### src/dcache_consts.svh
/*
 * Data cache geometry and memory credit count.
 * Shared by the package and every cache block.
 */

`ifndef DCACHE_CONSTS_SVH
`define DCACHE_CONSTS_SVH

// Number of ways in each set
`define DC_WAYS 4

// Number of sets, indexed by the low bits of the line address
`define DC_SETS 16

// One line is four 32-bit words
`define DC_LINE_BITS 128

// Request slots the memory side grants at reset
`define DC_MEM_CREDITS 2

`endif

### src/dcache_pkg.sv
/*
 * Data cache types.
 * Address layout, load request and memory channel payloads.
 */

`include "dcache_consts.svh"

package dcache_pkg;

  // ======================================
  // Load side
  // ======================================

  // Byte address split at the line and word boundaries
  // The low 4 bits of line_adr select the set
  typedef struct packed {
    logic [27:0] line_adr;
    logic [1:0]  word;
    logic [1:0]  byte_sel;
  } dc_adr_t;

  // A load request carries only its address
  typedef struct packed {
    dc_adr_t adr;
  } dc_req_t;

  // ======================================
  // Memory side
  // ======================================

  // Line-fill request, one whole line per request
  typedef struct packed {
    logic [27:0] line_adr;
  } mem_req_t;

  // Returned line, word 0 sits in the low bits
  typedef struct packed {
    logic [`DC_LINE_BITS-1:0] line;
  } mem_rsp_t;

  // Way number within a set
  typedef logic [1:0] dc_way_t;

endpackage

### src/dcache_hit.sv
/*
 * Four-way hit detector.
 * Compares every way's stored line address in parallel and picks the
 * lowest hitting way, holding the last way when nothing hits.
 */

`include "dcache_consts.svh"

module dcache_hit (
  input  logic                                   clk,
  input  dcache_pkg::dc_adr_t [`DC_WAYS-1:0]     tags,
  input  logic [`DC_WAYS-1:0]                    valid,
  input  dcache_pkg::dc_adr_t                    adr,
  output logic [`DC_WAYS-1:0]                    hits,
  output logic                                   hit,
  output dcache_pkg::dc_way_t                    rway
);

  import dcache_pkg::*;

  // Way chosen on the previous cycle
  dc_way_t prev_rway;

  // A way hits only if its entry is valid and the line addresses agree
  always_comb
  begin
    for (int w = 0; w < `DC_WAYS; w++)
    begin
      hits[w] = valid[w] && (tags[w].line_adr == adr.line_adr);
    end
  end

  assign hit = |hits;

  // Walk from the top way down so the lowest hitting way wins
  always_comb
  begin
    rway = prev_rway;
    for (int w = `DC_WAYS - 1; w >= 0; w--)
    begin
      if (hits[w])
        rway = dc_way_t'(w);
    end
  end

  always_ff @(posedge clk)
  begin
    prev_rway <= rway;
  end

endmodule

### config.mk
export PLATFORM = sky130hd
export DESIGN_NAME = dcache_hit
export DESIGN_NICKNAME = d
export VERILOG_FILES = /design/src/dcache_pkg.sv /design/src/dcache_hit.sv
export VERILOG_INCLUDE_DIRS = /design/src /design/src/src
export SDC_FILE = /design/constraint.sdc
export NUM_CORES = 1
export LEC_CHECK = 0
export BUFFER_PORTS_ARGS = -buffer_cell sky130_fd_sc_hd__buf_2
export CAP_MARGIN = 30
export CORE_ASPECT_RATIO = 1.2
export CORE_MARGIN = 3
export CORE_UTILIZATION = 36
export DETAILED_ROUTE_END_ITERATION = 10
export PLACE_DENSITY = 0.81
export SLEW_MARGIN = 0
export SYNTH_ARGS = -nofsm -noshare
export SYNTH_HDL_FRONTEND = slang
export SYNTH_SLANG_ARGS = --single-unit
export TNS_END_PERCENT = 10
### constraint.sdc
create_clock -name clk -period 2.7 [get_ports clk]
set_input_delay 0.54 -clock clk [delete_from_list [all_inputs] [get_ports clk]]
set_output_delay 0.54 -clock clk [all_outputs]
set_load 0.01 [all_outputs]
==> qor.csv <==
stage,metric,value,unit
place,hpwl,6440,um
worst_setup_path,path_buf_inv,2,
worst_setup_path,critPathLaunchType,input pin,
floorplan,rows,26,
grt,grt_max_degree,5,
clock_network,holdBufCountCts,0,
routing,num_vias,2270,
routing,routed_via_density,5.18,
timing,slew_headroom,69.7,%
finish,seq_area,40.0,um2
worst_setup_path,critical_path_peak_fanout,2,
synth,ys_types,22,
routing,wl,7200,um
synth,syn_inst,207,
synth,synth-seq-cells,2,
finish,largest-register,prev_rway,
hold_path,holdPathStages,2,
worst_setup_path,worstSetupEndpointType,primary output,
outcome,violations,setup timing,
clock_network,numCtsBuffers,3,
synth,synth_nets,372,
finish,antenna_cells,0,
floorplan,die_height,79.3,um
clock_network,cts_tree,done,
worst_setup_path,critical_path.top_delay_family,simple AND/OR/NAND/NOR gates,
outcome,status,finished with violations,
worst_setup_path,crit_slowest_cell,or4_4,
synth,netlist_area,0.00161,mm2
grt,grt_pass1_wl,10800,um
finish,nFillCells,424,
worst_setup_path,r2r_cells,2,
finish,largest_register_ffs,2,
floorplan,core_area,0.00429,mm2
clock_network,clock_sinks,2,
floorplan,start_util,37.5,%
routing,post-route-drc-count,0,
timing,fin_crit_sh,105,%
timing,slew_violations,0,
timing,rsz0062_at_grt,yes,
place,pre_cts_slack,-275,ps
clock_network,cts_root_buf,clkbuf_8,
place,port_buffers,151,
grt,grt_pass1_vias,2357,
worst_setup_path,cp.required,2160,ps
floorplan,pin_count,172,
timing,hold_violations,0,
finish,drive_gt1_share,51.3,%
grt,groute.usage.overall,26.7,%
routing,drt-wirelength-per-cell,16.4,um
hold_path,hold_path_class,flop to flop,
timing,hold_ws,482,ps
timing,worst_slack,-129,ps
finish,area_delta_synth_final,72.0,%
flow_run,maxCapViolCount,0,
timing,fmax,353,MHz
finish,fin_nets,549,
floorplan,die_w,67.1,um
worst_setup_path,worstSetupPathType,input pin to primary output,
finish,multi_input_area,0.00162,mm2
timing,fin_crit,2830,ps
power,ir_drop,0.0999,mV
clock_network,h-tree-depth,1,
timing,tightest_slew,450,ps
worst_setup_path,cpPeakStageDelay,540,ps
clock_network,path_clk_slew,30,ps
clock_network,worstSkewPairLatency,210,ps
synth,yosysSeqAreaShare,2.49,%
worst_setup_path,crit_chain,buf_6 > xor2_2 > or4_4 > nor4_4 > a2111oi_4 > a311oi_2 > buf_2,
synth,avgSynthCellArea,7.78,um2
routing,drt_first_pass_iters,5,
worst_setup_path,path_depth,7,
clock_network,clock_path_buffers,2,
floorplan,dieArea,0.00532,mm2
routing,drt_iter0_drc,69,
grt,antenna_found_initial,0,
power,leakage,1.27,nW
power,p_per_area,208,mW/mm2
timing,setup_viol,1,
finish,reg_top3,prev_rway x2,
timing,fin_skew,0,ps
place,place.gp.congestion,0.903,
worst_setup_path,crit_arrival,2290,ps
synth,synth_warnings,0,
grt,grt_overflow_total,0,
routing,ant_nets,0,
## cell usage in the layout, fill, tap and decap left out, drive strengths merged, types with 5 or more instances in the layout
cell / count
or4: 5
nor4: 19
inv: 6
nand4: 30
xnor2: 66
nand2: 6
buf: 174
xor2: 47
nor2: 7
## cell families (layout without fill, tap and decap cells)
group                  Yosys count  count (layout)  share of synthesized area [%]
buffers and inverters            8             183                           1.86
flip-flops                       2               2                           2.49
AND/OR/NAND/NOR                 81              81                           32.2
AO/OA/AOI/OAI                    3               3                           2.02
XOR/XNOR                       113             113                           61.5
## Yosys cell counts
cell type | n | share of area, %
or4_1 | 3 | 1.4
nor4_2 | 2 | 1.6
nor3_1 | 3 | 0.93
a311oi_1 | 2 | 1.1
nor4_4 | 1 | 1.3
or2_2 | 1 | 0.39
nor4_1 | 16 | 6.2
dfxtp_1 | 2 | 2.5
and3_1 | 2 | 0.78
nand3_1 | 2 | 0.62
nand2b_1 | 3 | 1.2
nand4_1 | 30 | 12
nand2_1 | 6 | 1.4
clkbuf_1 | 2 | 0.47
nand3_2 | 1 | 0.62
inv_1 | 6 | 1.4
a2111oi_2 | 1 | 0.93
nand4b_1 | 2 | 1.1
xor2_1 | 47 | 26
or4_4 | 2 | 1.4
nor2_1 | 7 | 1.6
xnor2_1 | 66 | 36
## final timing paths
check                                     to  slack [ps]    startpoint
worst min-delay path            prev_rway[1]         480  prev_rway[1]
worst max-delay path                 rway[0]        -130      tags[61]
worst min register to register  prev_rway[1]         480  prev_rway[1]
worst max register to register  prev_rway[0]        1950  prev_rway[0]
## timing repair
| item | 4_1_cts | 5_1_grt |
|---|---|---|
| buffers inserted | 0 | 1 |
| setup endpoints to repair | 3 | 5 |
| resized for setup | 13 | 11 |
| pin swaps | 13 | 6 |
## metrics by stage
step           total power, W  setup TNS, ps  instance area [um2]  utilization (%)  cells
3_3_place_gp         0.000429           -354                 2590             60.4    434
6_report             0.000577           -129                 2770             64.5    438
3_5_place_dp         0.000436           -348                 2590             60.4    434
2_1_floorplan        0.000221              0                 1610                -    207
5_1_grt              0.000620           -348                 2770             64.5    438
4_1_cts              0.000566          -97.2                 2710             63.1    437
## metal layers
| metal | vias to the layer above | share of wire [%] | GRT usage [%] |
|---|---|---|---|
| met3 | 18 | 7.9 | 5.23 |
| li1 | 1096 | - | - |
| met2 | 112 | 53 | 49.7 |
| met5 | - | 0 | 0 |
| met4 | 0 | 2.8 | 9.53 |
| met1 | 1044 | 36 | 28.9 |
## area by class of cell
type,count,share of cell area [%]
Inverter,6,0.813
Multi-Input combinational cell,197,58.6
Tap cell,56,2.53
Clock buffer,3,1.49
Timing Repair Buffer,174,35.1
Sequential cell,2,1.45
## report_power, final
part	switching [W]	internal, W	total [W]
registers	0.00000000000830	0.0000298	0.0000298
clock network	0.0000260	0.0000946	0.000121
logic	0.000208	0.000219	0.000426
## worst reg2reg max path: stages, from the launching register on
cell	delay, ps
dfxtp_1	310
inv_1	50
a311oi_2	300
No activity file was read; power rests on OpenSTA's default activity.
