`config.mk`:
```
export PLATFORM = sky130hd
export DESIGN_NAME = dcache_tags
export DESIGN_NICKNAME = d
export VERILOG_FILES = /design/src/dcache_pkg.sv /design/src/dcache_tags.sv
export VERILOG_INCLUDE_DIRS = /design/src /design/src/src
export SDC_FILE = /design/constraint.sdc
export NUM_CORES = 2
export LEC_CHECK = 0
export ABC_AREA = 1
export ABC_CLOCK_PERIOD_IN_PS = 5360
export BUFFER_PORTS_ARGS = -buffer_cell sky130_fd_sc_hd__buf_4
export CAP_MARGIN = 0
export CORE_UTILIZATION = 56
export CTS_CLUSTER_DIAMETER = 60
export DETAILED_ROUTE_END_ITERATION = 6
export GPL_ROUTABILITY_DRIVEN = 0
export PLACE_DENSITY_LB_ADDON = 0.25
export REMOVE_ABC_BUFFERS = 1
export SLEW_MARGIN = 10
export SYNTH_ARGS = -nofsm -noshare
export SYNTH_HDL_FRONTEND = slang
export SYNTH_SLANG_ARGS = --single-unit
```
`constraint.sdc`:
```
create_clock -name clk -period 5.36 [get_ports clk]
set_clock_uncertainty 0.15 [all_clocks]
set_input_delay 0 -clock clk [delete_from_list [all_inputs] [get_ports clk]]
set_output_delay 0 -clock clk [all_outputs]
set_load 0.02 [all_outputs]
```
`src/dcache_consts.svh`:
```
/*
 * Data cache geometry and memory credit count.
 * Shared by the package and every cache block.
 */

`ifndef DCACHE_CONSTS_SVH
`define DCACHE_CONSTS_SVH

// Number of ways in each set
`define DC_WAYS 4

// Number of sets, indexed by the low bits of the line address
`define DC_SETS 16

// One line is four 32-bit words
`define DC_LINE_BITS 128

// Request slots the memory side grants at reset
`define DC_MEM_CREDITS 2

`endif

```
`src/dcache_pkg.sv`:
```
/*
 * Data cache types.
 * Address layout, load request and memory channel payloads.
 */

`include "dcache_consts.svh"

package dcache_pkg;

  // ======================================
  // Load side
  // ======================================

  // Byte address split at the line and word boundaries
  // The low 4 bits of line_adr select the set
  typedef struct packed {
    logic [27:0] line_adr;
    logic [1:0]  word;
    logic [1:0]  byte_sel;
  } dc_adr_t;

  // A load request carries only its address
  typedef struct packed {
    dc_adr_t adr;
  } dc_req_t;

  // ======================================
  // Memory side
  // ======================================

  // Line-fill request, one whole line per request
  typedef struct packed {
    logic [27:0] line_adr;
  } mem_req_t;

  // Returned line, word 0 sits in the low bits
  typedef struct packed {
    logic [`DC_LINE_BITS-1:0] line;
  } mem_rsp_t;

  // Way number within a set
  typedef logic [1:0] dc_way_t;

endpackage

```
`src/dcache_tags.sv`:
```
/*
 * Tag and valid storage for the data cache.
 * Holds a line address and valid bit per way and set, and a round-robin
 * victim counter per set that advances on every fill.
 */

`include "dcache_consts.svh"

module dcache_tags (
  input  logic                                   clk,
  input  logic                                   rst_n,
  input  dcache_pkg::dc_adr_t                    adr,
  input  logic                                   fill,
  input  logic                                   inv,
  output dcache_pkg::dc_adr_t [`DC_WAYS-1:0]     tags,
  output logic [`DC_WAYS-1:0]                    valid,
  output dcache_pkg::dc_way_t                    victim
);

  import dcache_pkg::*;

  localparam int SET_W = $clog2(`DC_SETS);

  // Stored line addresses, one array per way
  logic [27:0]              line_mem [`DC_WAYS][`DC_SETS];

  // One valid bit per set for each way
  logic [`DC_SETS-1:0]      valid_q [`DC_WAYS];

  // Next way to replace in each set
  dc_way_t                  rr_q [`DC_SETS];

  logic [SET_W-1:0]         set_idx;

  assign set_idx = adr.line_adr[SET_W-1:0];

  // ======================================
  // Read side
  // ======================================

  // Word and byte fields of a stored tag are always zero
  always_comb
  begin
    for (int w = 0; w < `DC_WAYS; w++)
    begin
      tags[w].line_adr = line_mem[w][set_idx];
      tags[w].word     = 2'b00;
      tags[w].byte_sel = 2'b00;
      valid[w]         = valid_q[w][set_idx];
    end
  end

  assign victim = rr_q[set_idx];

  // ======================================
  // Write side
  // ======================================

  // The filled line lands in whichever way the set's counter points at
  always_ff @(posedge clk)
  begin
    if (fill)
      line_mem[victim][set_idx] <= adr.line_adr;
  end

  // Invalidate wins over a fill, though the controller never asks for both
  always_ff @(posedge clk)
  begin
    if (!rst_n || inv)
    begin
      for (int w = 0; w < `DC_WAYS; w++)
        valid_q[w] <= '0;
    end
    else if (fill)
      valid_q[victim][set_idx] <= 1'b1;
  end

  // Counters survive an invalidate and only restart on reset
  always_ff @(posedge clk)
  begin
    if (!rst_n)
    begin
      for (int s = 0; s < `DC_SETS; s++)
        rr_q[s] <= '0;
    end
    else if (fill)
      rr_q[set_idx] <= rr_q[set_idx] + 2'd1;
  end

endmodule

```
==> summary.md <==
| Metric | Value |
|---|---|
| Outcome | `finished clean` |
| Fin worst setup slack | `0.995 ns` |
| Pleak | `27.4 nW` |
| Setup Buffers After CTS | `0` |
| Final-stage net count | `4869` |
| Vias in the first global route | `40569` |
| Peak supply drop | `355 uV` |
| Core area | `126000 sq um` |
| Design Area, Final | `80600 sq um` |
| Initial Utilization | `56.7%` |
| Final hold vios | `0` |
| Longest Clk Path Bufs | `3` |
| Rows | `130` |
| CP required | `5.21 ns` |
| Unrepaired setup endpoints after global routing | `false` |
| Clk root buf | `clkbuf_16` |
| Post-synthesis sequential area ratio | `79.3%` |
| Layout cells sized above 1 | `12.1%` |
| R2R Setup Slk | `1.79 ns` |
| Reg2Reg Depth | `12` |
| Detailed-router iteration count before antenna repair | `5` |
| Gates resized, CTS repair | `0` |
| Final Cycle Share | `81.4%` |
| Die H | `359 um` |
| Detailed placement HPWL | `83900 um` |
| Cells after Synth | `4654` |
| Initial antenna violation count | `7` |
| 1st-iter DRT viols | `5011` |
| Syn avg cell area | `15.4 sq um` |
| Critical path class | `in -> out` |
| FF-to-FF End | `line_mem[2][176]` |
| DRT Wirelength | `175000 um` |
| Antenna Nets Post-Route | `0` |
| Routed len/inst | `26.4 um` |
| Max Cap Violations | `0` |
| Finish-stage setup viols | `0` |
| Power consumption | `30.3 mW` |
| Worst Tran Pin Value | `1.22 ns` |
| R2r startpoint | `rr_q[1][0]` |
| DP Area | `74700 sq um` |
| Post-place setup slack | `1.22 ns` |
| Largest net degree at the start of global routing | `202` |
| Clock insertion delay at the later pin of the skew report | `0.81 ns` |
| Setup TNS | `0 ns` |
| CTS tree | `yes` |
| Filler cells | `8749` |
| Die area | `129000 sq um` |
| Via Count | `41546` |
| Clk sinks | `1888` |
| WHS | `0.0671 ns` |
| Worst EP arrival | `4.21 ns` |
| Final Core Density | `63.9%` |
| Crit-path max FO | `178` |
| Max Clk Rate | `229 MHz` |
| Crit path time final | `4.36 ns` |
| Port bufs | `149` |
| Post-DR vias/cell | `6.27` |
| Commonest cells after routing, fill and taps aside | `1888 x edfxtp_1, 1095 x nand2_1, 928 x a22oi_1` |
| Die Width | `359 um` |
| Synth cell types | `25` |
| Non-Filler Instances | `6625` |
| Clk slew on worst S/H paths | `0.06 ns` |
| Commonest non-fill, non-tap cell in the layout | `edfxtp_1` |
| Global Route Usage Sum | `27.0%` |
| Setup crit end kind | `output pin` |
| Worst Setup EP | `tags[104]` |
| CTS H-tree lvls | `4` |
| Hold Crit Class | `in -> reg` |
| Worst Setup Start Kind | `input pin` |
| Critical path launch point | `adr[4]` |
| CTS Hold Buffers Added | `32` |
| Syn-to-layout area delta | `12.7%` |
| Total CTS buffers | `181` |
| Max-slew headroom | `18.4%` |
| DRC errors left | `0` |
| First-pass GRT wire length | `258000 um` |
| Grt ovf | `0` |
| Dpl cells | `6264` |
| Max Slew Vio Count | `0` |
| Pwr per Cell Area | `376 nW/um^2` |
| Number of synthesized register bits | `1888` |
| Io pins | `170` |
| Cell area after synthesis | `71500 sq um` |
| Syn. warnings | `0` |
## cell usage after synthesis, drive strengths merged
master | count | area (sq um)
conb | 1 | 3.75
nand2 | 1103 | 4160
nor3 | 7 | 35.0
ha | 4 | 50.1
inv | 92 | 345
clkbuf | 132 | 495
a21oi | 1 | 5.00
nor2 | 122 | 488
edfxtp | 1888 | 56700
a22oi | 928 | 6970
o21ai | 10 | 50.1
o31ai | 5 | 57.6
nand4 | 170 | 1060
or2 | 1 | 6.26
buf | 182 | 1000
nand3 | 8 | 45.0
## logic make-up (layout without fill, tap and decap cells)
group / count (synthesis) / in the layout / synth area share [%]
simple gates: 1411 / 1411 / 8.11
compound gates: 944 / 944 / 9.91
other cells: 1 / 22 / 0.00525
fa+ha+maj: 4 / 4 / 0.0700
flops: 1888 / 1888 / 79.3
buf+inv: 406 / 706 / 2.58
## registers in the layout, summed over array words and instances (netlist names)
register  cells
line_mem   1792
rr_q         32
valid_q      64
## routing by layer
metal | routed length (um) | track usage (%) | share of wire (%)
met1 | 70400 | 37.5 | 40
met3 | 15500 | 5.17 | 8.9
met2 | 84400 | 43.3 | 48
met4 | 4760 | 8.69 | 2.7
met5 | 43 | 0 | 0.025
## critical path, cell delays in order
cell	delay, ns
dlygate4sd3_1	0.52
buf_4	0.49
inv_2	0.32
nor2_4	0.21
buf_12	0.71
buf_12	0.68
a22oi_1	0.14
nand2_1	0.13
nand2_1	0.06
nand4_1	0.24
buf_4	0.19
## power breakdown
| part | internal [mW] | switching (mW) |
|---|---|---|
| sequential | 16.4 | 0.0279 |
| clock | 6.67 | 5.38 |
| combinational | 0.483 | 1.36 |
| total | 23.5 | 6.76 |
## final cells by class
| type | count | area, sq um | area share (%) |
|---|---|---|---|
| diodes | 6 | 15.0 | 0.0186 |
| flip-flops and latches | 1888 | 56700 | 70.4 |
| repair buffers | 291 | 2390 | 2.97 |
| clock buffers | 224 | 4690 | 5.82 |
| clock inverters | 99 | 862 | 1.07 |
| multi-input cells | 2375 | 13500 | 16.8 |
| well taps | 1650 | 2060 | 2.56 |
| inverters | 92 | 363 | 0.450 |
## how the worst min path moves through the flow
stage / slack [ns] / startpoint / end / cells after the start
2_1_floorplan: -0.05 / adr[4] / line_mem[0][0] / 0
3_3_place_gp: 0.29 / adr[6] / line_mem[1][58] / 1
3_5_place_dp: 0.30 / adr[6] / line_mem[1][58] / 1
4_1_cts: 0.01 / adr[6] / line_mem[3][30] / 2
5_1_grt: 0.04 / adr[6] / line_mem[3][30] / 2
6_report: 0.07 / adr[6] / line_mem[3][30] / 2
Note: power is estimated with default switching activity, not from simulation.
