`src/dcache_consts.svh`:
```
/*
 * Data cache geometry and memory credit count.
 * Shared by the package and every cache block.
 */

`ifndef DCACHE_CONSTS_SVH
`define DCACHE_CONSTS_SVH

// Number of ways in each set
`define DC_WAYS 4

// Number of sets, indexed by the low bits of the line address
`define DC_SETS 16

// One line is four 32-bit words
`define DC_LINE_BITS 128

// Request slots the memory side grants at reset
`define DC_MEM_CREDITS 2

`endif

```
`src/dcache_pkg.sv`:
```
/*
 * Data cache types.
 * Address layout, load request and memory channel payloads.
 */

`include "dcache_consts.svh"

package dcache_pkg;

  // ======================================
  // Load side
  // ======================================

  // Byte address split at the line and word boundaries
  // The low 4 bits of line_adr select the set
  typedef struct packed {
    logic [27:0] line_adr;
    logic [1:0]  word;
    logic [1:0]  byte_sel;
  } dc_adr_t;

  // A load request carries only its address
  typedef struct packed {
    dc_adr_t adr;
  } dc_req_t;

  // ======================================
  // Memory side
  // ======================================

  // Line-fill request, one whole line per request
  typedef struct packed {
    logic [27:0] line_adr;
  } mem_req_t;

  // Returned line, word 0 sits in the low bits
  typedef struct packed {
    logic [`DC_LINE_BITS-1:0] line;
  } mem_rsp_t;

  // Way number within a set
  typedef logic [1:0] dc_way_t;

endpackage

```
`src/dcache_ctrl.sv`:
```
/*
 * Data cache controller.
 * Latches accepted loads, looks them up the cycle after, and runs a
 * single outstanding line fill under credit-based flow control.
 */

`include "dcache_consts.svh"

module dcache_ctrl (
  input  logic                  clk,
  input  logic                  rst_n,
  input  logic                  req_valid,
  output logic                  req_ready,
  input  dcache_pkg::dc_req_t   req,
  output logic                  rsp_valid,
  output dcache_pkg::dc_adr_t   lookup_adr,
  input  logic                  hit,
  output logic                  fill,
  input  logic                  inv,
  output logic                  inv_en,
  output logic                  mem_req_valid,
  output dcache_pkg::mem_req_t  mem_req,
  input  logic                  mem_credit,
  input  logic                  mem_rsp_valid
);

  import dcache_pkg::*;

  localparam int CRED_W = $clog2(`DC_MEM_CREDITS + 1);

  typedef enum logic [1:0] {
    ST_IDLE,
    ST_MISS_CRED,
    ST_MISS_DATA,
    ST_RESP
  } state_t;

  state_t             state;
  logic               pend_q;
  dc_adr_t            adr_q;
  logic [CRED_W-1:0]  credits;
  logic               accept;
  logic               have_credit;
  logic               miss_now;

  // ======================================
  // Handshake and lookup
  // ======================================

  assign accept      = req_valid && req_ready;
  assign have_credit = (credits != '0);

  // A load accepted last cycle is being looked up now
  assign miss_now    = (state == ST_IDLE) && pend_q && !hit;

  // Ready drops in the lookup cycle of a miss and stays low until the fill
  // has been turned into a response
  assign req_ready = ((state == ST_IDLE) && !miss_now) || (state == ST_RESP);

  // Hits answer in the lookup cycle, misses one cycle after the fill
  assign rsp_valid = ((state == ST_IDLE) && pend_q && hit) || (state == ST_RESP);

  assign lookup_adr = adr_q;

  // Invalidate only when no load is in flight
  assign inv_en = inv && (state == ST_IDLE) && !pend_q;

  // The returned line is written in the cycle it arrives
  assign fill = (state == ST_MISS_DATA) && mem_rsp_valid;

  // ======================================
  // Memory request
  // ======================================

  // The request goes out in the lookup cycle itself if a credit is on hand
  assign mem_req_valid    = (miss_now || (state == ST_MISS_CRED)) && have_credit;
  assign mem_req.line_adr = adr_q.line_adr;

  // Address of the load in flight
  always_ff @(posedge clk)
  begin
    if (accept)
      adr_q <= req.adr;
  end

  always_ff @(posedge clk)
  begin
    if (!rst_n)
      pend_q <= 1'b0;
    else
      pend_q <= accept;
  end

  // ======================================
  // State machine
  // ======================================

  always_ff @(posedge clk)
  begin
    if (!rst_n)
      state <= ST_IDLE;
    else
    begin
      case (state)
        ST_IDLE:
        begin
          // Without a credit the miss parks until one comes back
          if (miss_now)
            state <= have_credit ? ST_MISS_DATA : ST_MISS_CRED;
        end
        ST_MISS_CRED:
        begin
          if (have_credit)
            state <= ST_MISS_DATA;
        end
        ST_MISS_DATA:
        begin
          if (mem_rsp_valid)
            state <= ST_RESP;
        end
        default:
        begin
          state <= ST_IDLE;
        end
      endcase
    end
  end

  // ======================================
  // Credit counter
  // ======================================

  // A request and a returning credit in the same cycle cancel out
  always_ff @(posedge clk)
  begin
    if (!rst_n)
      credits <= CRED_W'(`DC_MEM_CREDITS);
    else
    begin
      case ({mem_req_valid, mem_credit})
        2'b10:   credits <= credits - 1'b1;
        2'b01:   credits <= credits + 1'b1;
        default: credits <= credits;
      endcase
    end
  end

endmodule

```
`config.mk`:
```
export PLATFORM = sky130hd
export DESIGN_NAME = dcache_ctrl
export DESIGN_NICKNAME = d
export VERILOG_FILES = /design/src/dcache_pkg.sv /design/src/dcache_ctrl.sv
export VERILOG_INCLUDE_DIRS = /design/src /design/src/src
export SDC_FILE = /design/constraint.sdc
export NUM_CORES = 1
export LEC_CHECK = 0
export BUFFER_PORTS_ARGS = -buffer_cell sky130_fd_sc_hd__buf_2
export CAP_MARGIN = 25
export CORE_ASPECT_RATIO = 0.5
export CORE_UTILIZATION = 41
export CTS_CLUSTER_DIAMETER = 120
export CTS_CLUSTER_SIZE = 24
export DETAILED_ROUTE_END_ITERATION = 8
export PLACE_DENSITY_LB_ADDON = 0.12
export SYNTH_ARGS = -nofsm -noshare
export SYNTH_HDL_FRONTEND = slang
export SYNTH_SLANG_ARGS = --single-unit
```
`constraint.sdc`:
```
create_clock -name clk -period 3.04 [get_ports clk]
set_clock_uncertainty 0.1 [all_clocks]
set_input_delay 0.608 -clock clk [delete_from_list [all_inputs] [get_ports clk]]
set_output_delay 0.608 -clock clk [all_outputs]
set_load 0.01 [all_outputs]
```
==> metrics.cfg, run 1 <==
[global_route]
antenna_found_initial = 0
grt_first_pass_wirelength_um = 3864
grt_use_total_pct = 13.48
grt_max_degree = 33
grt_pass1_vias = 886
overflow = 0

[floorplanning]
coreArea_um2 = 3528
die_y_um = 45.59
dieArea_um2 = 4065
die_w_um = 89.17
rows = 15
pin_count = 104
initial_utilization_pct = 44.15

[power_and_ir_drop]
max-vdd-ir-drop_mv = 0.3570
leakagePower_nw = 0.9427
p_per_area_nw_per_um2 = 815.8

[timing]
final.setup.tns_ns = 0
drv_slew = 0
period_minus_slack_ns = 2.252
timing.hold.ws_ns = 0.4001
finalSetupViolCount = 0
clock.fmax_mhz = 444.1
rsz0062_at_grt = false
slew_headroom_pct = 58.12
worst_pin_slew_ns = 0.6282
post-route-period-util_pct = 74.07
hold_viol = 0

[final_layout]
layout_common_cells = buf_2, edfxtp_1, ha_1, clkbuf_8, dfxtp_1
instances_no_fill = 239
final_area_um2 = 2036
layout.nets = 231
layout_commonest_cell = buf_2
syn_to_final_growth_pct = 30.68
antenna_cells = 0
drive_gt1_share_pct = 61.17

[setup_path]
cp_common_cell = inv_1
cp_max_fo = 7
worstSetupPathType = reg -> out
cp_slowest_stage_delay_ns = 0.41
worstPathRequired_ns = 2.33
cp-end-kind = output port
critical_path.startpoint_type = register
cp_slowest_cell = dfxtp_1
arrival_ns = 1.54
crit_chain = inv_1 -> ha_1 -> a21oi_1 -> inv_1 -> buf_2

[synthesis]
ys_types = 28
synth_enable_flop_cells = 32
postSynthAreaPerCell_um2 = 14.84
yosys-top-cells-area = edfxtp_1, buf_4, dfxtp_1
synthCells = 105
yosysWarnings = 0
yosysTopAreaCellShare_pct = 61.69
synthesis.nets = 149
ys.flop_type = edfxtp_1
ys_ff_latch = 37
seq_area_frac_synth_pct = 68.11
syn-cell-area_um2 = 1558
async_reset_ff_share_pct = 0
synth_top_area_cell = edfxtp_1

[clocking]
cts_resized = 0
cts-root-buf = clkbuf_8
cts_buffer_depth = 2
clk_latency_ns = 0.28
cts_made_buffers = 5
cts_tree = built
clk_pin_slew_ns = 0.07
cts_sinks = 37
cts_setup_buffers = 0
cts_hold_buf = 0
h-tree-depth = 2

[placed_design]
placed_area_um2 = 1926
portBuffers = 103
dp_hpwl_um = 2141
gp_congestion = 0.6798
placed_cells_incl_taps = 231

[drt]
post-route-drc-count = 0
drt_iter0_drc = 24
wire_per_inst_um = 11.77
antenna_left = 0
totalWireLength_um = 2812
drtPass1Iterations = 4
vias = 1043
routed_via_density = 4.364

[job]
cap_viol_max_count = 0

[status]
status = completed

[min_path]
hold_class = in -> reg

[registers in the layout, summed over array words and instances (netlist names)]
| register | count |
|---|---|
| credits | 2 |
| state | 2 |
| mem_req | 28 |
| pend_q | 1 |
| lookup_adr | 4 |
[worst paths after layout]
check           start    endpoint  slack, ns  depth (start not counted)
max          state[0]   req_ready       0.79                          5
min            req[9]  mem_req[5]       0.40                          1
max reg2reg  state[0]  credits[1]       1.05                          8
min reg2reg  state[0]    state[0]       0.42                          2
[power breakdown]
| group | total, W | internal [W] | switching, W |
|---|---|---|---|
| clock | 0.000407 | 0.000241 | 0.000166 |
| combinational | 0.000498 | 0.000216 | 0.000282 |
| sequential | 0.000755 | 0.000689 | 0.0000667 |
| total | 0.00166 | 0.00115 | 0.000515 |
[cells in the mapped netlist, drive strengths merged, types with 2 or more instances]
| cell | number |
|---|---|
| mux2i | 2 |
| nand2 | 4 |
| nor2 | 3 |
| inv | 4 |
| buf | 29 |
| and2 | 2 |
| edfxtp | 32 |
| ha | 5 |
| dfxtp | 5 |
| and2b | 2 |
| o21ai | 3 |
[cell type report]
| class | instances | area (µm²) |
|---|---|---|
| Timing Repair Buffer | 104 | 523.0 |
| Clock inverter | 3 | 41.29 |
| Multi-Input combinational cell | 35 | 262.8 |
| Tap cell | 51 | 63.81 |
| Fill cell | 316 | 1493 |
| Inverter | 4 | 15.01 |
| Clock buffer | 5 | 68.82 |
| Sequential cell | 37 | 1061 |
[routing by layer]
| metal | wire [µm] | vias up | global-route usage, % |
|---|---|---|---|
| li1 | - | 503 | - |
| met1 | 1085 | 488 | 13.20 |
| met2 | 1472 | 50 | 25.80 |
| met3 | 229 | 2 | 5.616 |
| met4 | 24 | 0 | 5.714 |
| met5 | 0 | - | 0 |
[critical path, delay by kind of cell (launching register included)]
family | cells | cell delay [ns]
AO/OA/AOI/OAI | 1 | 0.27
flip-flops | 1 | 0.41
adder cells (fa/ha/maj) | 1 | 0.28
buffers and inverters | 3 | 0.30
[stage by stage]
step | power, W | utilization, % | setup slack [ns]
3_3_place_gp | 0.001258 | 54.57 | 1.013
4_1_cts | 0.001683 | 57.69 | 0.7678
6_report | 0.001661 | 57.69 | 0.7883
5_1_grt | 0.001759 | 57.69 | 0.7043
2_1_floorplan | 0.001141 | - | 0.2551
3_5_place_dp | 0.001270 | 54.57 | 0.9740
[logic make-up (layout without fill, tap and decap cells)]
kind of cell    count (synthesis)  in the layout  share of synthesized area [%]
buf+inv                        33            116                          15.18
flops                          37             37                          68.11
compound gates                  9              9                          3.936
fa+ha+maj                       5              5                          4.016
xor+xnor                        2              2                          1.125
simple gates                   17             17                          6.346
mux                             2              2                          1.285
Power figures use the tool's default switching activity.
==> run 2: changes to the inputs <==
==> constraint.sdc (replaced) <==
create_clock -name clk -period 2.2 [get_ports clk]
set_clock_uncertainty 0.1 [all_clocks]
set_input_delay 0.44 -clock clk [delete_from_list [all_inputs] [get_ports clk]]
set_output_delay 0.44 -clock clk [all_outputs]
set_load 0.01 [all_outputs]
==> run 2 against run 1 <==
Net effect:
- critical path type unchanged
- die area did not move
- critical endpoint unchanged
- largest cell class unchanged
- routed wire length decreased by 5.1%
- cell count stayed put
- largest power group unchanged
- global-route usage shrank 1.1 points
- register-to-register slack worse by 0.84 ns
- design area increased by 0.86%
==> metrics.cfg, run 2 (synthesis gave the netlist of run 1 again) <==
[clocking]
cts_sinks = 37
cts_resized = 0
cts_hold_buf = 0
cts-root-buf = clkbuf_8
cts_buffer_depth = 2
clk_latency_ns = 0.27
h-tree-depth = 2
clk_pin_slew_ns = 0.08
cts_setup_buffers = 0
cts_tree = built
cts_made_buffers = 5

[floorplanning]
initial_utilization_pct = 44.15
coreArea_um2 = 3528
die_w_um = 89.17
rows = 15
pin_count = 104
die_y_um = 45.59
dieArea_um2 = 4065

[final_layout]
layout_common_cells = buf_2, edfxtp_1, ha_1, clkbuf_8, dfxtp_1
multiInputGateArea_um2 = 262.8
drive_gt1_share_pct = 61.70
layout.nets = 231
instances_no_fill = 239
largest_register_ff_count = 28
layout_commonest_cell = buf_2
antenna_cells = 0
seqCellArea_um2 = 1061
syn_to_final_growth_pct = 31.81
nFillCells = 301

[min_path]
hold_class = in -> reg

[timing]
clock.fmax_mhz = 491.6
fin_ws_ns = 0.1658
drv_slew = 0
rsz0062_at_grt = false
slew_headroom_pct = 59.34
timing.hold.ws_ns = 0.2255
finalSetupViolCount = 0
worst_pin_slew_ns = 0.6099
post-route-period-util_pct = 92.46
final.setup.tns_ns = 0
period_minus_slack_ns = 2.034
hold_viol = 0

[drt]
antenna_left = 0
totalWireLength_um = 2669
routed_via_density = 4.297
drtPass1Iterations = 5
drt_iter0_drc = 59
wire_per_inst_um = 11.17
post-route-drc-count = 0
vias = 1027

[setup_path]
cp_max_fo = 7
critical_path.startpoint_type = register
cp-end-kind = output port
path_buf_inv = 3
cp_slowest_cell = dfxtp_1
crit_chain = inv_1 -> ha_1 -> a21oi_1 -> inv_1 -> buf_2
cp_slowest_stage_delay_ns = 0.41
worstSetupPathType = reg -> out
worstPathRequired_ns = 1.66
arrival_ns = 1.49
cp_top_family = flip-flops
cp_common_cell = inv_1
rrSetupSlack_ns = 0.21

[status]
status = completed

[power_and_ir_drop]
leakagePower_nw = 0.9493
p_per_area_nw_per_um2 = 1126
max-vdd-ir-drop_mv = 0.4773

[placed_design]
post-place-ws_ns = 0.2450
gp_congestion = 0.7873
portBuffers = 103
placed_cells_incl_taps = 231
dp_hpwl_um = 2064

[global_route]
grt_use_total_pct = 12.39
antenna_found_initial = 0
grt_max_degree = 33
grt_first_pass_wirelength_um = 3636
grt_pass1_vias = 866
overflow = 0

[job]
cap_viol_max_count = 0

==> run 2: cell counts in the layout (fill, tap and decap cells not counted) <==
No cell type changed its count.
==> run 2: area by class of cell <==
class | count | share of cell area, %
multi-input cells | 35 | 12.80
clock buffers | 5 | 3.352
clock inverters | 3 | 2.255
inverters | 4 | 0.7313
repair buffers | 104 | 26.08
flip-flops and latches | 37 | 51.68
well taps | 51 | 3.108
==> run 2: worst register-to-register path, stage by stage (launching register included) <==
cell and delay [ns]:
dfxtp_1 0.35, inv_1 0.10, ha_1 0.27, nand2_1 0.08, nor2_1 0.14, o22ai_1 0.09
ha_1 0.34, or3_1 0.38, nand3_1 0.08
==> run 2: per-stage QoR <==
stage | total power, W | cell area (µm²) | utilization [%]
5_1_grt | 0.002464 | 2053 | 58.19
4_1_cts | 0.002341 | 2053 | 58.19
3_5_place_dp | 0.001767 | 1938 | 54.93
6_report | 0.002313 | 2053 | 58.19
2_1_floorplan | 0.001576 | 1560 | -
3_3_place_gp | 0.001757 | 1938 | 54.93
==> run 2: worst paths after layout <==
check / startpoint / to / cells after the start
worst max register to register: state[0] / credits[1] / 8
worst max-delay path: state[0] / req_ready / 5
worst min-delay path: req[15] / mem_req[11] / 1
worst min register to register: state[0] / state[0] / 2
==> run 2: report_power, final <==
part	internal, W	switching [W]
registers	0.000950	0.0000930
clock network	0.000339	0.000233
logic	0.000315	0.000383
total	0.00160	0.000709
==> run 2: per-layer routing <==
metal  share of wire (%)  track usage (%)
met1                  38            12.86
met2                  51            22.14
met3                 9.7            5.797
met4                0.97            5.397
met5                   0                0
==> run 3: changes to the inputs <==
--- a/config.mk
+++ b/config.mk
@@ -8,7 +8,7 @@
 export LEC_CHECK = 0
 export BUFFER_PORTS_ARGS = -buffer_cell sky130_fd_sc_hd__buf_2
 export CAP_MARGIN = 25
-export CORE_ASPECT_RATIO = 0.5
+export CORE_ASPECT_RATIO = 1.4
 export CORE_UTILIZATION = 41
 export CTS_CLUSTER_DIAMETER = 120
 export CTS_CLUSTER_SIZE = 24
==> run 3 against run 2 <==
Net effect:
- first-iteration DRC count decreased by 59%
- sequential share of layout area is 0.96 points higher
- sequential cell count stayed put
- hold slack improved by 0.0057 ns
- combinational power increased by 3.2%
- routed wire length up 9.9%
- sequential power hardly changed
- die area fell by 0.28%
- cell count down 3.8%
- clock-buffer cell count rose by 1
- via count rose by 2.8%
- largest cell class unchanged
- largest power group unchanged
- highest routed layer unchanged
==> metrics.cfg, run 3 (synthesis gave the netlist of run 1 again) <==
[power_and_ir_drop]
sequentialPowerShare_pct = 47.5
p_sw_share_pct = 32.38
max-vdd-ir-drop_mv = 0.7034
clkPwrFrac_pct = 19.9
p_int_w = 0.001491
p_sw_w = 0.0007139
leakagePower_nw = 0.9392
p_per_area_nw_per_um2 = 1094
p_comb_share_pct = 32.7

[clocking]
cts_hold_buf = 0
cts-root-buf = clkbuf_8
cts_sinks = 37
clk_pin_slew_ns = 0.07
clk_latency_ns = 0.28
cts_tree = built
cts_buffer_depth = 2
h-tree-depth = 2
cts_made_buffers = 5

[final_layout]
drive_gt1_share_pct = 62.23
layout_common_cells = buf_2, edfxtp_1, clkbuf_8, dfxtp_1
layout.nets = 231
antenna_cells = 0
syn_to_final_growth_pct = 29.40
instances_no_fill = 230
layout_commonest_cell = buf_2
largest_register_ff_count = 28

[global_route]
grt_first_pass_wirelength_um = 4160
antenna_found_initial = 0
grt_max_degree = 33
grt_pass1_vias = 970
overflow = 0
grt_use_total_pct = 15.15

[timing]
clock.fmax_mhz = 503.5
worst_pin_slew_ns = 0.5413
final.setup.tns_ns = 0
timing.hold.ws_ns = 0.2313
drv_slew = 0
rsz0062_at_grt = false
post-route-period-util_pct = 90.28
period_minus_slack_ns = 1.986
finalSetupViolCount = 0
slew_headroom_pct = 63.92
hold_viol = 0

[drt]
drtPass1Iterations = 4
drt_iter0_drc = 24
totalWireLength_um = 2933
routed_via_density = 4.591
vias = 1056
post-route-drc-count = 0
wire_per_inst_um = 12.75
antenna_left = 0

[setup_path]
arrival_ns = 1.45
cp-end-kind = output port
critical_path.startpoint_type = register
rrSetupSlack_ns = 0.23
worstSetupPathType = reg -> out
worstPathRequired_ns = 1.66
cp_max_fo = 7

[placed_design]
portBuffers = 103
placed_cells_incl_taps = 222
dp_hpwl_um = 2304
gp_congestion = 0.6696

[floorplanning]
die_y_um = 74.93
rows = 26
die_w_um = 54.10
initial_utilization_pct = 42.75
dieArea_um2 = 4053
pin_count = 104
coreArea_um2 = 3643

[status]
status = completed

[job]
cap_viol_max_count = 0

[min_path]
hold_class = in -> reg

==> run 3: path summary, 6_finish.rpt <==
path / from / cells after the start / end
worst max-delay path: state[0] / 6 / mem_req_valid
worst min-delay path: req[18] / 1 / mem_req[14]
worst max register to register: state[0] / 8 / credits[1]
worst min register to register: state[0] / 2 / state[0]
==> run 3: what timing repair did <==
| action | 4_1_cts | 5_1_grt |
|---|---|---|
| gates resized for setup | 0 | 2 |
| endpoints found under the hold margin | 0 | 0 |
| setup buffers | 0 | 0 |
| setup endpoints to repair | 0 | 2 |
==> run 3: layout make-up <==
class	count	area [µm²]
clock buffer	6	72.57
tap	42	52.55
sequential	37	1061
fill	327	1628
clock inverter	2	10.01
timing repair buffer	104	535.5
inverter	4	15.01
multi-input combinational	35	269.0
==> run 3: metal layers <==
| metal | share of wire (%) | wire length (µm) | GRT usage [%] |
|---|---|---|---|
| met1 | 34 | 989 | 14.15 |
| met2 | 56 | 1642 | 27.43 |
| met3 | 8.3 | 243 | 5.051 |
| met4 | 2.0 | 58 | 9.117 |
| met5 | 0 | 0 | 0 |
==> run 3: through the flow <==
stage	utilization [%]	setup slack [ns]	instance area [µm²]	power [W]
final	55.32	0.2138	2016	0.002205
after global routing	55.32	0.05189	2016	0.002363
after CTS	55.15	0.08168	2009	0.002229
after detailed placement	52.88	0.2066	1927	0.001781
after global placement	52.88	0.3129	1927	0.001748
after floorplan	-	0.06353	1560	0.001576
==> run 3: power groups by stage <==
| stage | clock, W | combinational (W) | sequential, W |
|---|---|---|---|
| 3_3_place_gp | 0 | 0.000697 | 0.00105 |
| 5_1_grt | 0.000486 | 0.000805 | 0.00107 |
| 2_1_floorplan | 0 | 0.000475 | 0.00110 |
| 6_report | 0.000438 | 0.000720 | 0.00105 |
| 4_1_cts | 0.000457 | 0.000721 | 0.00105 |
| 3_5_place_dp | 0 | 0.000715 | 0.00107 |
==> run 3: critical path: stages (launching register included) <==
cell     delay [ns]
dfxtp_1        0.36
inv_1          0.11
ha_2           0.25
nand2_1        0.07
nor2_1         0.12
o22a_1         0.14
buf_2          0.12
